File: src/CsrMapPkg.sv
`default_nettype none

package CsrMapPkg;

	typedef logic [7:0] csrAdrs_t;

	// --------------------------------------
	// CSR address map
	// --------------------------------------
	// Manual registers
	localparam csrAdrs_t CsrWd   = 8'h00;
	localparam csrAdrs_t CsrAdrs = 8'h04;
	localparam csrAdrs_t CsrWCke = 8'h08;
	// Auto registers, read only
	localparam csrAdrs_t CsrRd   = 8'h0C;
	localparam csrAdrs_t CsrVd   = 8'h10;
	localparam csrAdrs_t CsrStat = 8'h14;

	// --------------------------------------
	// Status bits of CsrStat
	// --------------------------------------
	localparam int StatBusy = 0;
	localparam int StatErr  = 1;

endpackage

`default_nettype wire

File: src/UsiBusPkg.sv
`default_nettype none

package UsiBusPkg;

	// --------------------------------------
	// Bus widths
	// --------------------------------------
	localparam int DataWidth = 32;
	localparam int AdrsWidth = 16;
	localparam int SlaveNum  = 2;
	localparam int RegNum    = 16;

	// Address fields
	localparam int SelMsb  = 15;
	localparam int SelLsb  = 12;
	localparam int ReadBit = 11;
	localparam int OfsMsb  = 3;

	typedef logic [DataWidth-1:0]     usiData_t;
	typedef logic [AdrsWidth-1:0]     usiAdrs_t;
	typedef logic [SlaveNum-1:0]      usiVd_t;
	typedef logic [SelMsb-SelLsb:0]   usiSel_t;
	typedef logic [OfsMsb:0]          usiOfs_t;

	// Slave select codes, the rest unmapped
	localparam usiSel_t SelRegFile = 4'd0;
	localparam usiSel_t SelAccum   = 4'd1;

endpackage

`default_nettype wire
File: src/UsiMasterTop.sv
`timescale 1ns/1ps
`default_nettype none

module UsiMasterTop (
	input  wire logic                  iSysClk,
	input  wire logic                  rst,
	input  wire UsiBusPkg::usiData_t   iWd,
	input  wire CsrMapPkg::csrAdrs_t   iAdrs,
	input  wire logic                  iCke,
	output UsiBusPkg::usiData_t        oRd
);

	// CSR and controller
	UsiBusPkg::usiData_t busWd;
	UsiBusPkg::usiAdrs_t busAdrs;
	logic                busWCke;
	UsiBusPkg::usiData_t busRd;
	UsiBusPkg::usiVd_t   busVd;
	logic                done;
	logic                err;
	logic                busy;

	// Controller and slaves
	UsiBusPkg::usiData_t slvWd;
	UsiBusPkg::usiOfs_t  slvOfs;
	logic                slvRead;
	logic                regCke;
	logic                accCke;
	UsiBusPkg::usiData_t regRd;
	logic                regVd;
	UsiBusPkg::usiData_t accRd;
	logic                accVd;

	// --------------------------------------
	// Processor facing registers
	// --------------------------------------
	MicroControllerCsr uCsr (
		.iSysClk (iSysClk),
		.rst     (rst),
		.iWd     (iWd),
		.iAdrs   (iAdrs),
		.iCke    (iCke),
		.oRd     (oRd),
		.busWd   (busWd),
		.busAdrs (busAdrs),
		.busWCke (busWCke),
		.busRd   (busRd),
		.busVd   (busVd),
		.done    (done),
		.err     (err),
		.busy    (busy)
	);

	// --------------------------------------
	// Bus control
	// --------------------------------------
	UsiBusController uCtl (
		.iSysClk (iSysClk),
		.rst     (rst),
		.busWd   (busWd),
		.busAdrs (busAdrs),
		.busWCke (busWCke),
		.busRd   (busRd),
		.busVd   (busVd),
		.done    (done),
		.err     (err),
		.busy    (busy),
		.slvWd   (slvWd),
		.slvOfs  (slvOfs),
		.slvRead (slvRead),
		.regCke  (regCke),
		.accCke  (accCke),
		.regRd   (regRd),
		.regVd   (regVd),
		.accRd   (accRd),
		.accVd   (accVd)
	);

	// Slave 0
	UsiRegFileSlave uRegFile (
		.iSysClk (iSysClk),
		.rst     (rst),
		.cke     (regCke),
		.read    (slvRead),
		.ofs     (slvOfs),
		.wd      (slvWd),
		.rd      (regRd),
		.vd      (regVd)
	);

	// Slave 1
	UsiAccumSlave uAccum (
		.iSysClk (iSysClk),
		.rst     (rst),
		.cke     (accCke),
		.read    (slvRead),
		.ofs     (slvOfs),
		.wd      (slvWd),
		.rd      (accRd),
		.vd      (accVd)
	);

endmodule

`default_nettype wire

File: src/UsiAccumSlave.sv
`timescale 1ns/1ps
`default_nettype none

module UsiAccumSlave (
	input  wire logic                  iSysClk,
	input  wire logic                  rst,
	input  wire logic                  cke,
	input  wire logic                  read,
	input  wire UsiBusPkg::usiOfs_t    ofs,
	input  wire UsiBusPkg::usiData_t   wd,
	output UsiBusPkg::usiData_t        rd,
	output logic                       vd
);

	// Stage 1 command copy
	logic                ckeQ;
	logic                readQ;
	logic                loadQ;
	UsiBusPkg::usiData_t wdQ;

	UsiBusPkg::usiData_t acc;
	UsiBusPkg::usiData_t accNext;

	// --------------------------------------
	// Stage 1
	// --------------------------------------
	always_ff @(posedge iSysClk)
	begin
		if (rst)
			ckeQ <= 1'b0;
		else
			ckeQ <= cke;
	end

	always_ff @(posedge iSysClk)
	begin
		readQ <= read;
		// Top offset loads instead of adding
		loadQ <= (ofs == '1);
		wdQ   <= wd;
	end

	// Sum wraps modulo 2^32
	assign accNext = loadQ ? wdQ : acc + wdQ;

	// --------------------------------------
	// Stage 2
	// --------------------------------------
	always_ff @(posedge iSysClk)
	begin
		if (rst)
		begin
			acc <= '0;
			vd  <= 1'b0;
		end
		else
		begin
			vd <= ckeQ;
			if (ckeQ && !readQ)
				acc <= accNext;
		end
	end

	always_ff @(posedge iSysClk)
	begin
		if (ckeQ)
			rd <= readQ ? acc : accNext;
	end

endmodule

`default_nettype wire

File: src/UsiRegFileSlave.sv
`timescale 1ns/1ps
`default_nettype none

module UsiRegFileSlave (
	input  wire logic                  iSysClk,
	input  wire logic                  rst,
	input  wire logic                  cke,
	input  wire logic                  read,
	input  wire UsiBusPkg::usiOfs_t    ofs,
	input  wire UsiBusPkg::usiData_t   wd,
	output UsiBusPkg::usiData_t        rd,
	output logic                       vd
);

	// --------------------------------------
	// Register array
	// --------------------------------------
	UsiBusPkg::usiData_t mem [UsiBusPkg::RegNum];

	// Storage and read data
	always_ff @(posedge iSysClk)
	begin
		if (cke)
		begin
			if (read)
				rd <= mem[ofs];
			else
			begin
				mem[ofs] <= wd;
				// Echo of the written word
				rd       <= wd;
			end
		end
	end

	// One cycle answer
	always_ff @(posedge iSysClk)
	begin
		if (rst)
			vd <= 1'b0;
		else
			vd <= cke;
	end

endmodule

`default_nettype wire

File: src/UsiBusController.sv
`timescale 1ns/1ps
`default_nettype none

module UsiBusController (
	input  wire logic                  iSysClk,
	input  wire logic                  rst,
	// Command from the CSR
	input  wire UsiBusPkg::usiData_t   busWd,
	input  wire UsiBusPkg::usiAdrs_t   busAdrs,
	input  wire logic                  busWCke,
	// Result to the CSR
	output UsiBusPkg::usiData_t        busRd,
	output UsiBusPkg::usiVd_t          busVd,
	output logic                       done,
	output logic                       err,
	output logic                       busy,
	// Shared slave command
	output UsiBusPkg::usiData_t        slvWd,
	output UsiBusPkg::usiOfs_t         slvOfs,
	output logic                       slvRead,
	// Per slave strobes and answers
	output logic                       regCke,
	output logic                       accCke,
	input  wire UsiBusPkg::usiData_t   regRd,
	input  wire logic                  regVd,
	input  wire UsiBusPkg::usiData_t   accRd,
	input  wire logic                  accVd
);

	typedef enum logic [1:0] {Idle, Issue, Wait, Done} ctlState_t;

	ctlState_t state;

	// Latched command
	UsiBusPkg::usiSel_t  selQ;
	UsiBusPkg::usiOfs_t  ofsQ;
	UsiBusPkg::usiData_t wdQ;
	logic                readQ;
	logic                errQ;

	// Captured answer
	UsiBusPkg::usiData_t rdQ;
	UsiBusPkg::usiVd_t   vdQ;

	// Decode of the latched select
	logic                isReg;
	logic                isAcc;
	logic                slvVd;
	UsiBusPkg::usiData_t slvRd;
	UsiBusPkg::usiVd_t   vdNow;

	assign isReg = (selQ == UsiBusPkg::SelRegFile);
	assign isAcc = (selQ == UsiBusPkg::SelAccum);

	// Answer of the selected slave only
	assign slvVd = (isReg && regVd) || (isAcc && accVd);
	assign slvRd = isAcc ? accRd : regRd;

	always_comb
	begin
		vdNow = '0;
		vdNow[int'(UsiBusPkg::SelRegFile)] = regVd;
		vdNow[int'(UsiBusPkg::SelAccum)]   = accVd;
	end

	// --------------------------------------
	// Control FSM
	// --------------------------------------
	always_ff @(posedge iSysClk)
	begin
		if (rst)
		begin
			state <= Idle;
			errQ  <= 1'b0;
		end
		else
		begin
			case (state)
				Idle:
					// Strobes outside Idle are dropped
					if (busWCke)
					begin
						state <= Issue;
						errQ  <= 1'b0;
					end
				Issue:
					if (isReg || isAcc)
						state <= Wait;
					else
					begin
						// Unmapped select finishes at once
						state <= Done;
						errQ  <= 1'b1;
					end
				Wait:
					if (slvVd)
						state <= Done;
				Done:
					state <= Idle;
				default:
					state <= Idle;
			endcase
		end
	end

	// Command latch and answer capture
	always_ff @(posedge iSysClk)
	begin
		if (state == Idle && busWCke)
		begin
			selQ  <= busAdrs[UsiBusPkg::SelMsb:UsiBusPkg::SelLsb];
			readQ <= busAdrs[UsiBusPkg::ReadBit];
			ofsQ  <= busAdrs[UsiBusPkg::OfsMsb:0];
			wdQ   <= busWd;
		end
		if (state == Issue && !(isReg || isAcc))
		begin
			rdQ <= '0;
			vdQ <= '0;
		end
		else if (state == Wait && slvVd)
		begin
			rdQ <= slvRd;
			vdQ <= vdNow;
		end
	end

	// Strobe goes out in Issue only
	assign regCke = (state == Issue) && isReg;
	assign accCke = (state == Issue) && isAcc;

	assign slvWd   = wdQ;
	assign slvOfs  = ofsQ;
	assign slvRead = readQ;

	assign busRd = rdQ;
	assign busVd = vdQ;
	assign err   = errQ;
	assign done  = (state == Done);
	// Low again in the done cycle
	assign busy  = (state == Issue) || (state == Wait);

	aOneCke: assert property (@(posedge iSysClk) disable iff (rst)
		$onehot0({regCke, accCke}));

	aDoneIdle: assert property (@(posedge iSysClk) disable iff (rst)
		done |=> (state == Idle));

endmodule

`default_nettype wire

File: src/MicroControllerCsr.sv
`timescale 1ns/1ps
`default_nettype none

module MicroControllerCsr (
	input  wire logic                  iSysClk,
	input  wire logic                  rst,
	// Processor side
	input  wire UsiBusPkg::usiData_t   iWd,
	input  wire CsrMapPkg::csrAdrs_t   iAdrs,
	input  wire logic                  iCke,
	output UsiBusPkg::usiData_t        oRd,
	// Command to the bus controller
	output UsiBusPkg::usiData_t        busWd,
	output UsiBusPkg::usiAdrs_t        busAdrs,
	output logic                       busWCke,
	// Result from the bus controller
	input  wire UsiBusPkg::usiData_t   busRd,
	input  wire UsiBusPkg::usiVd_t     busVd,
	input  wire logic                  done,
	input  wire logic                  err,
	input  wire logic                  busy
);

	// Write decode
	logic wrWd;
	logic wrAdrs;
	logic wrWCke;

	// Auto registers
	UsiBusPkg::usiData_t rdQ;
	UsiBusPkg::usiVd_t   vdQ;
	logic                errQ;

	// Status word
	UsiBusPkg::usiData_t stat;

	assign wrWd   = iCke && (iAdrs == CsrMapPkg::CsrWd);
	assign wrAdrs = iCke && (iAdrs == CsrMapPkg::CsrAdrs);
	assign wrWCke = iCke && (iAdrs == CsrMapPkg::CsrWCke);

	// --------------------------------------
	// Manual and auto registers
	// --------------------------------------
	always_ff @(posedge iSysClk)
	begin
		if (rst)
		begin
			busWd   <= '0;
			busAdrs <= '0;
			busWCke <= 1'b0;
			rdQ     <= '0;
			vdQ     <= '0;
			errQ    <= 1'b0;
		end
		else
		begin
			if (wrWd)
				busWd <= iWd;
			// Upper bits dropped
			if (wrAdrs)
				busAdrs <= iWd[UsiBusPkg::AdrsWidth-1:0];
			// Strobe clears itself the next cycle
			busWCke <= wrWCke && iWd[0] && !busWCke;
			// Latch the result on done
			if (done)
			begin
				rdQ <= busRd;
				vdQ <= busVd;
			end
			// Sticky error, a new strobe starts clean
			if (busWCke)
				errQ <= 1'b0;
			else if (done && err)
				errQ <= 1'b1;
		end
	end

	// Strobe counts as busy until the controller picks it up
	always_comb
	begin
		stat = '0;
		stat[CsrMapPkg::StatBusy] = busy || busWCke;
		stat[CsrMapPkg::StatErr]  = errQ;
	end

	// --------------------------------------
	// Registered read mux
	// --------------------------------------
	always_ff @(posedge iSysClk)
	begin
		if (rst)
			oRd <= '0;
		else
		begin
			case (iAdrs)
				CsrMapPkg::CsrWd:   oRd <= busWd;
				CsrMapPkg::CsrAdrs: oRd <= UsiBusPkg::usiData_t'(busAdrs);
				CsrMapPkg::CsrWCke: oRd <= UsiBusPkg::usiData_t'(busWCke);
				CsrMapPkg::CsrRd:   oRd <= rdQ;
				CsrMapPkg::CsrVd:   oRd <= UsiBusPkg::usiData_t'(vdQ);
				CsrMapPkg::CsrStat: oRd <= stat;
				// Unmapped keeps last value
				default:            oRd <= oRd;
			endcase
		end
	end

	// Strobe is a single pulse even on back to back writes
	aStrobePulse: assert property (@(posedge iSysClk) disable iff (rst)
		busWCke |=> !busWCke);

endmodule

`default_nettype wire

File: config.mk
export PLATFORM = sky130hd
export DESIGN_NAME = UsiMasterTop
export DESIGN_NICKNAME = d
export VERILOG_FILES = /design/src/CsrMapPkg.sv /design/src/UsiBusPkg.sv /design/src/UsiMasterTop.sv /design/src/UsiAccumSlave.sv /design/src/UsiRegFileSlave.sv /design/src/UsiBusController.sv /design/src/MicroControllerCsr.sv
export SDC_FILE = /design/constraint.sdc
export NUM_CORES = 1
export LEC_CHECK = 0
export ABC_AREA = 0
export BUFFER_PORTS_ARGS = -buffer_cell sky130_fd_sc_hd__buf_4
export CAP_MARGIN = 5
export CORE_UTILIZATION = 67
export CTS_BUF_LIST = sky130_fd_sc_hd__clkbuf_16
export CTS_CLUSTER_DIAMETER = 120
export DETAILED_ROUTE_END_ITERATION = 12
export HOLD_SLACK_MARGIN = 0.02
export PLACE_DENSITY = 0.82
export SETUP_SLACK_MARGIN = 0.1
export SYNTH_ARGS = -nofsm -noshare
export SYNTH_HDL_FRONTEND = slang
export SYNTH_SLANG_ARGS = --single-unit
export TNS_END_PERCENT = 10
File: constraint.sdc
create_clock -name iSysClk -period 8.4 [get_ports iSysClk]
set_input_delay 0.42 -clock iSysClk [delete_from_list [all_inputs] [get_ports iSysClk]]
set_output_delay 0.42 -clock iSysClk [all_outputs]
set_load 0.01 [all_outputs]
==> results.md <==
- Status: finished clean
- Worst-path clk slew: 0.06 ns
- Final hold vios: 0
- Core Region: 49100 um^2
- Clock Path Buffers: 3
- Period utilization: 51.3%
- Power consumption: 8.12 mW
- Vias in the first global route: 19700
- Max-cap violations: 0
- IO Count: 75
- HPWL Detailed: 45.6 mm
- Synthesis-to-finish area growth: 11.6%
- Max FO, Critical Path: 35
- Leakage Power: 12.8 nW
- EDFF count, synth: 617
- First-pass GRT wire length: 124 mm
- Post-CTS Hold Buffers: 0
- FFs w/ async S/R, synth: 0%
- Fmax achieved: 232 MHz
- CTS tree: built
- Total GRT Usage: 33.8%
- Multi-input gate area: 9960 um^2
- Crit path kind: flop to flop
- Layout cells sized above 1: 22.3%
- Fin. max-slew vios: 0
- Gpl congestion: 0.925
- Xor and xnor fraction of the mapped netlist area: 0.655%
- # H-tree levels: 3
- Synth unique cells: 78
- Seq/Total Area, Yosys: 68.7%
- Total die area: 50800 um^2
- Crit end category: flop
- Initial antenna violation count: 5
- Syn Inst Count: 2135
- Port bufs: 74
- Simple-Gate Fraction of Synth Area: 5.81%
- Worst Path Arrival: 4.58 ns
- Cell taking the most area after synthesis: edfxtp_1
- Setup bufs post-CTS: 0
- Drt first pass iters: 7
- Post-synth top flop: edfxtp_1
- Min Tclk post-route: 4.31 ns
- Largest family of logic cells by synthesized area: multiplexers
- Post-synthesis mux area share: 15.5%
- Synth Area in Compound Gates: 6.12%
- Hold Crit Class: primary input to flop
- Synthesized-area fraction occupied by adder cells: 1.37%
- Final setup vio count: 0
- Synthesized area: 33400 um^2
- TritonCTS sink count: 839
- Total grt overflow: 0
- Die Y: 225 um
- Slew headroom: 13.8%
- Critical path required time: 8.67 ns
- Final ANT Viol Nets: 0
- Utilization after layout: 76.1%
- Final nets: 2276
- Ranking of synthesized cells by area: edfxtp_1 55%, dfxtp_1 13%, mux4_2 11%
- Rows: 81
- Initial Util: 68.2%
- Peak supply drop: 189 uV
- Vias after detailed routing: 19900
- Synth top area share: 55.4%
- Pin count of the biggest net entering global routing: 133
- Synthesized Nets: 2214
- Skew-Pair Late Insertion Delay: 0.63 ns
- Worst Skew: 0.0230 ns
- Yosys warnings: 0
- Post-CTS sizing: 0
- RSZ-0062 raised after global routing: false
- Die width: 225 um
- Drc violations: 0
- Hold_ws: 0.0542 ns
- PwrDens: 218 nW/um^2
- Root Buffer: clkbuf_16
- FF+latch count, synth: 839
- Wire per inst: 28.5 um
- Filler instances: 2790
- DRT Wirelength: 83.5 mm
- Diode count: 0
- Setup TNS Final: 0 ns
- Startpoint Class: flop
- Worst slew pin tran: 1.29 ns
- Starting DRT DRC Count: 2513
- Register Area: 23000 um^2
- Total CTS buffers: 82
- Post-Syn Area per Cell: 15.7 um^2
- Via/cell ratio: 6.78
## where the power goes
part           switching (mW)  total [mW]  internal (mW)
clock network            1.57        3.63           2.06
registers             0.00445        4.40           4.39
logic                  0.0638      0.0959         0.0321
## Yosys cell counts (all sizes together) (2+ instances only)
| cell type | n |
|---|---|
| a2111oi | 3 |
| a211oi | 62 |
| a21boi | 3 |
| a21o | 13 |
| a21oi | 128 |
| a22oi | 15 |
| a31oi | 8 |
| a41oi | 3 |
| and2 | 7 |
| and3 | 3 |
| buf | 34 |
| clkbuf | 98 |
| dfxtp | 222 |
| edfxtp | 617 |
| ha | 35 |
| inv | 19 |
| mux2 | 66 |
| mux2i | 82 |
| mux4 | 160 |
| nand2 | 187 |
| nand2b | 3 |
| nand3 | 11 |
| nand3b | 5 |
| nand4 | 6 |
| nand4b | 3 |
| nor2 | 191 |
| nor2b | 11 |
| nor3 | 20 |
| nor3b | 2 |
| nor4 | 3 |
| o211a | 2 |
| o211ai | 3 |
| o21a | 5 |
| o21ai | 54 |
| o21bai | 3 |
| o221ai | 2 |
| o31ai | 2 |
| o41ai | 3 |
| or4 | 2 |
| xnor2 | 10 |
| xor2 | 15 |
## per-stage QoR
| stage | worst slack [ns] | std cells | area [um^2] |
|---|---|---|---|
| after global placement | 4.43 | 2777 | 34700 |
| after CTS | 4.13 | 2929 | 37300 |
| after global routing | 3.88 | 2929 | 37300 |
| after detailed placement | 4.27 | 2777 | 34700 |
| final | 4.09 | 2929 | 37300 |
| after floorplan | 3.93 | 2135 | 33400 |
## layer usage
metal	track usage, %	vias to the layer above	share of wire [%]
met1	47.2	10100	39
met2	53.2	1208	48
met3	5.81	217	9.5
met4	14.4	0	3.8
li1	-	8315	-
met5	0	-	0
## cell usage in the layout (no fill, tap or decap), types with 10 or more instances in the layout
cell / synthesis / layout
o21ai_0: 41 / 41
a21oi_1: 125 / 125
a22oi_1: 15 / 15
mux4_2: 160 / 160
mux2_2: 65 / 65
clkbuf_16: 0 / 87
nor2_4: 1 / 14
nor2b_1: 11 / 10
ha_1: 35 / 34
buf_4: 1 / 109
a211oi_1: 60 / 60
o21ai_1: 13 / 13
nor2_1: 190 / 177
nand2_1: 187 / 187
xnor2_1: 10 / 10
clkinv_1: 1 / 17
mux2i_1: 82 / 82
inv_1: 19 / 33
dfxtp_1: 222 / 220
a21o_1: 12 / 12
xor2_1: 15 / 15
clkinv_2: 0 / 16
nand3_1: 11 / 11
nor3_1: 19 / 15
edfxtp_1: 617 / 617
## final cells by class
cell class,instances,share of cell area [%]
Clock buffer,87,5.83
Sequential cell,839,61.6
Inverter,20,0.201
Tap cell,664,2.23
Clock inverter,65,1.22
Timing Repair Buffer,110,2.25
Multi-Input combinational cell,1144,26.7
## cell families (layout without fill, tap and decap cells)
family | count (synthesis) | after routing
adders and majority gates | 36 | 36
AOI/OAI and AO/OA | 315 | 315
and+or+nand+nor | 460 | 460
DFF | 839 | 839
muxes | 308 | 308
buffers and inverters | 152 | 282
xor gates and xnor gates | 25 | 25
## path summary, 6_finish.rpt
check / start / end / slack (ns) / cells after the start
worst min-delay path: iWd[24] / uCsr.busWd[24] / 0.05 / 3
worst max register to register: uCtl.selQ[1] / uRegFile.mem[9][2] / 4.09 / 6
worst max-delay path: uCtl.selQ[1] / uRegFile.mem[9][2] / 4.09 / 6
worst min register to register: uCsr.busAdrs[5] / uCsr.busAdrs[5] / 0.45 / 2
## critical path, cell delays in order, from the launching register on
cell      delay, ns
edfxtp_1       0.36
nor3_1         0.46
nand3b_1       0.41
nor2_4         1.09
nand3b_1       0.57
nor2_4         0.58
buf_4          0.46
## sequential cells by signal (all words and copies together), names as in the netlist, 32 cells and up
signal        count
uRegFile.mem    512
uCtl.busRd       32
uAccum.wdQ       32
uAccum.acc       32
uRegFile.rd      32
uCtl.slvWd       32
uCsr.rdQ         32
uCsr.busWd       32
uCsr.oRd         32
uAccum.rd        32
No activity file was read; power rests on OpenSTA's default activity.
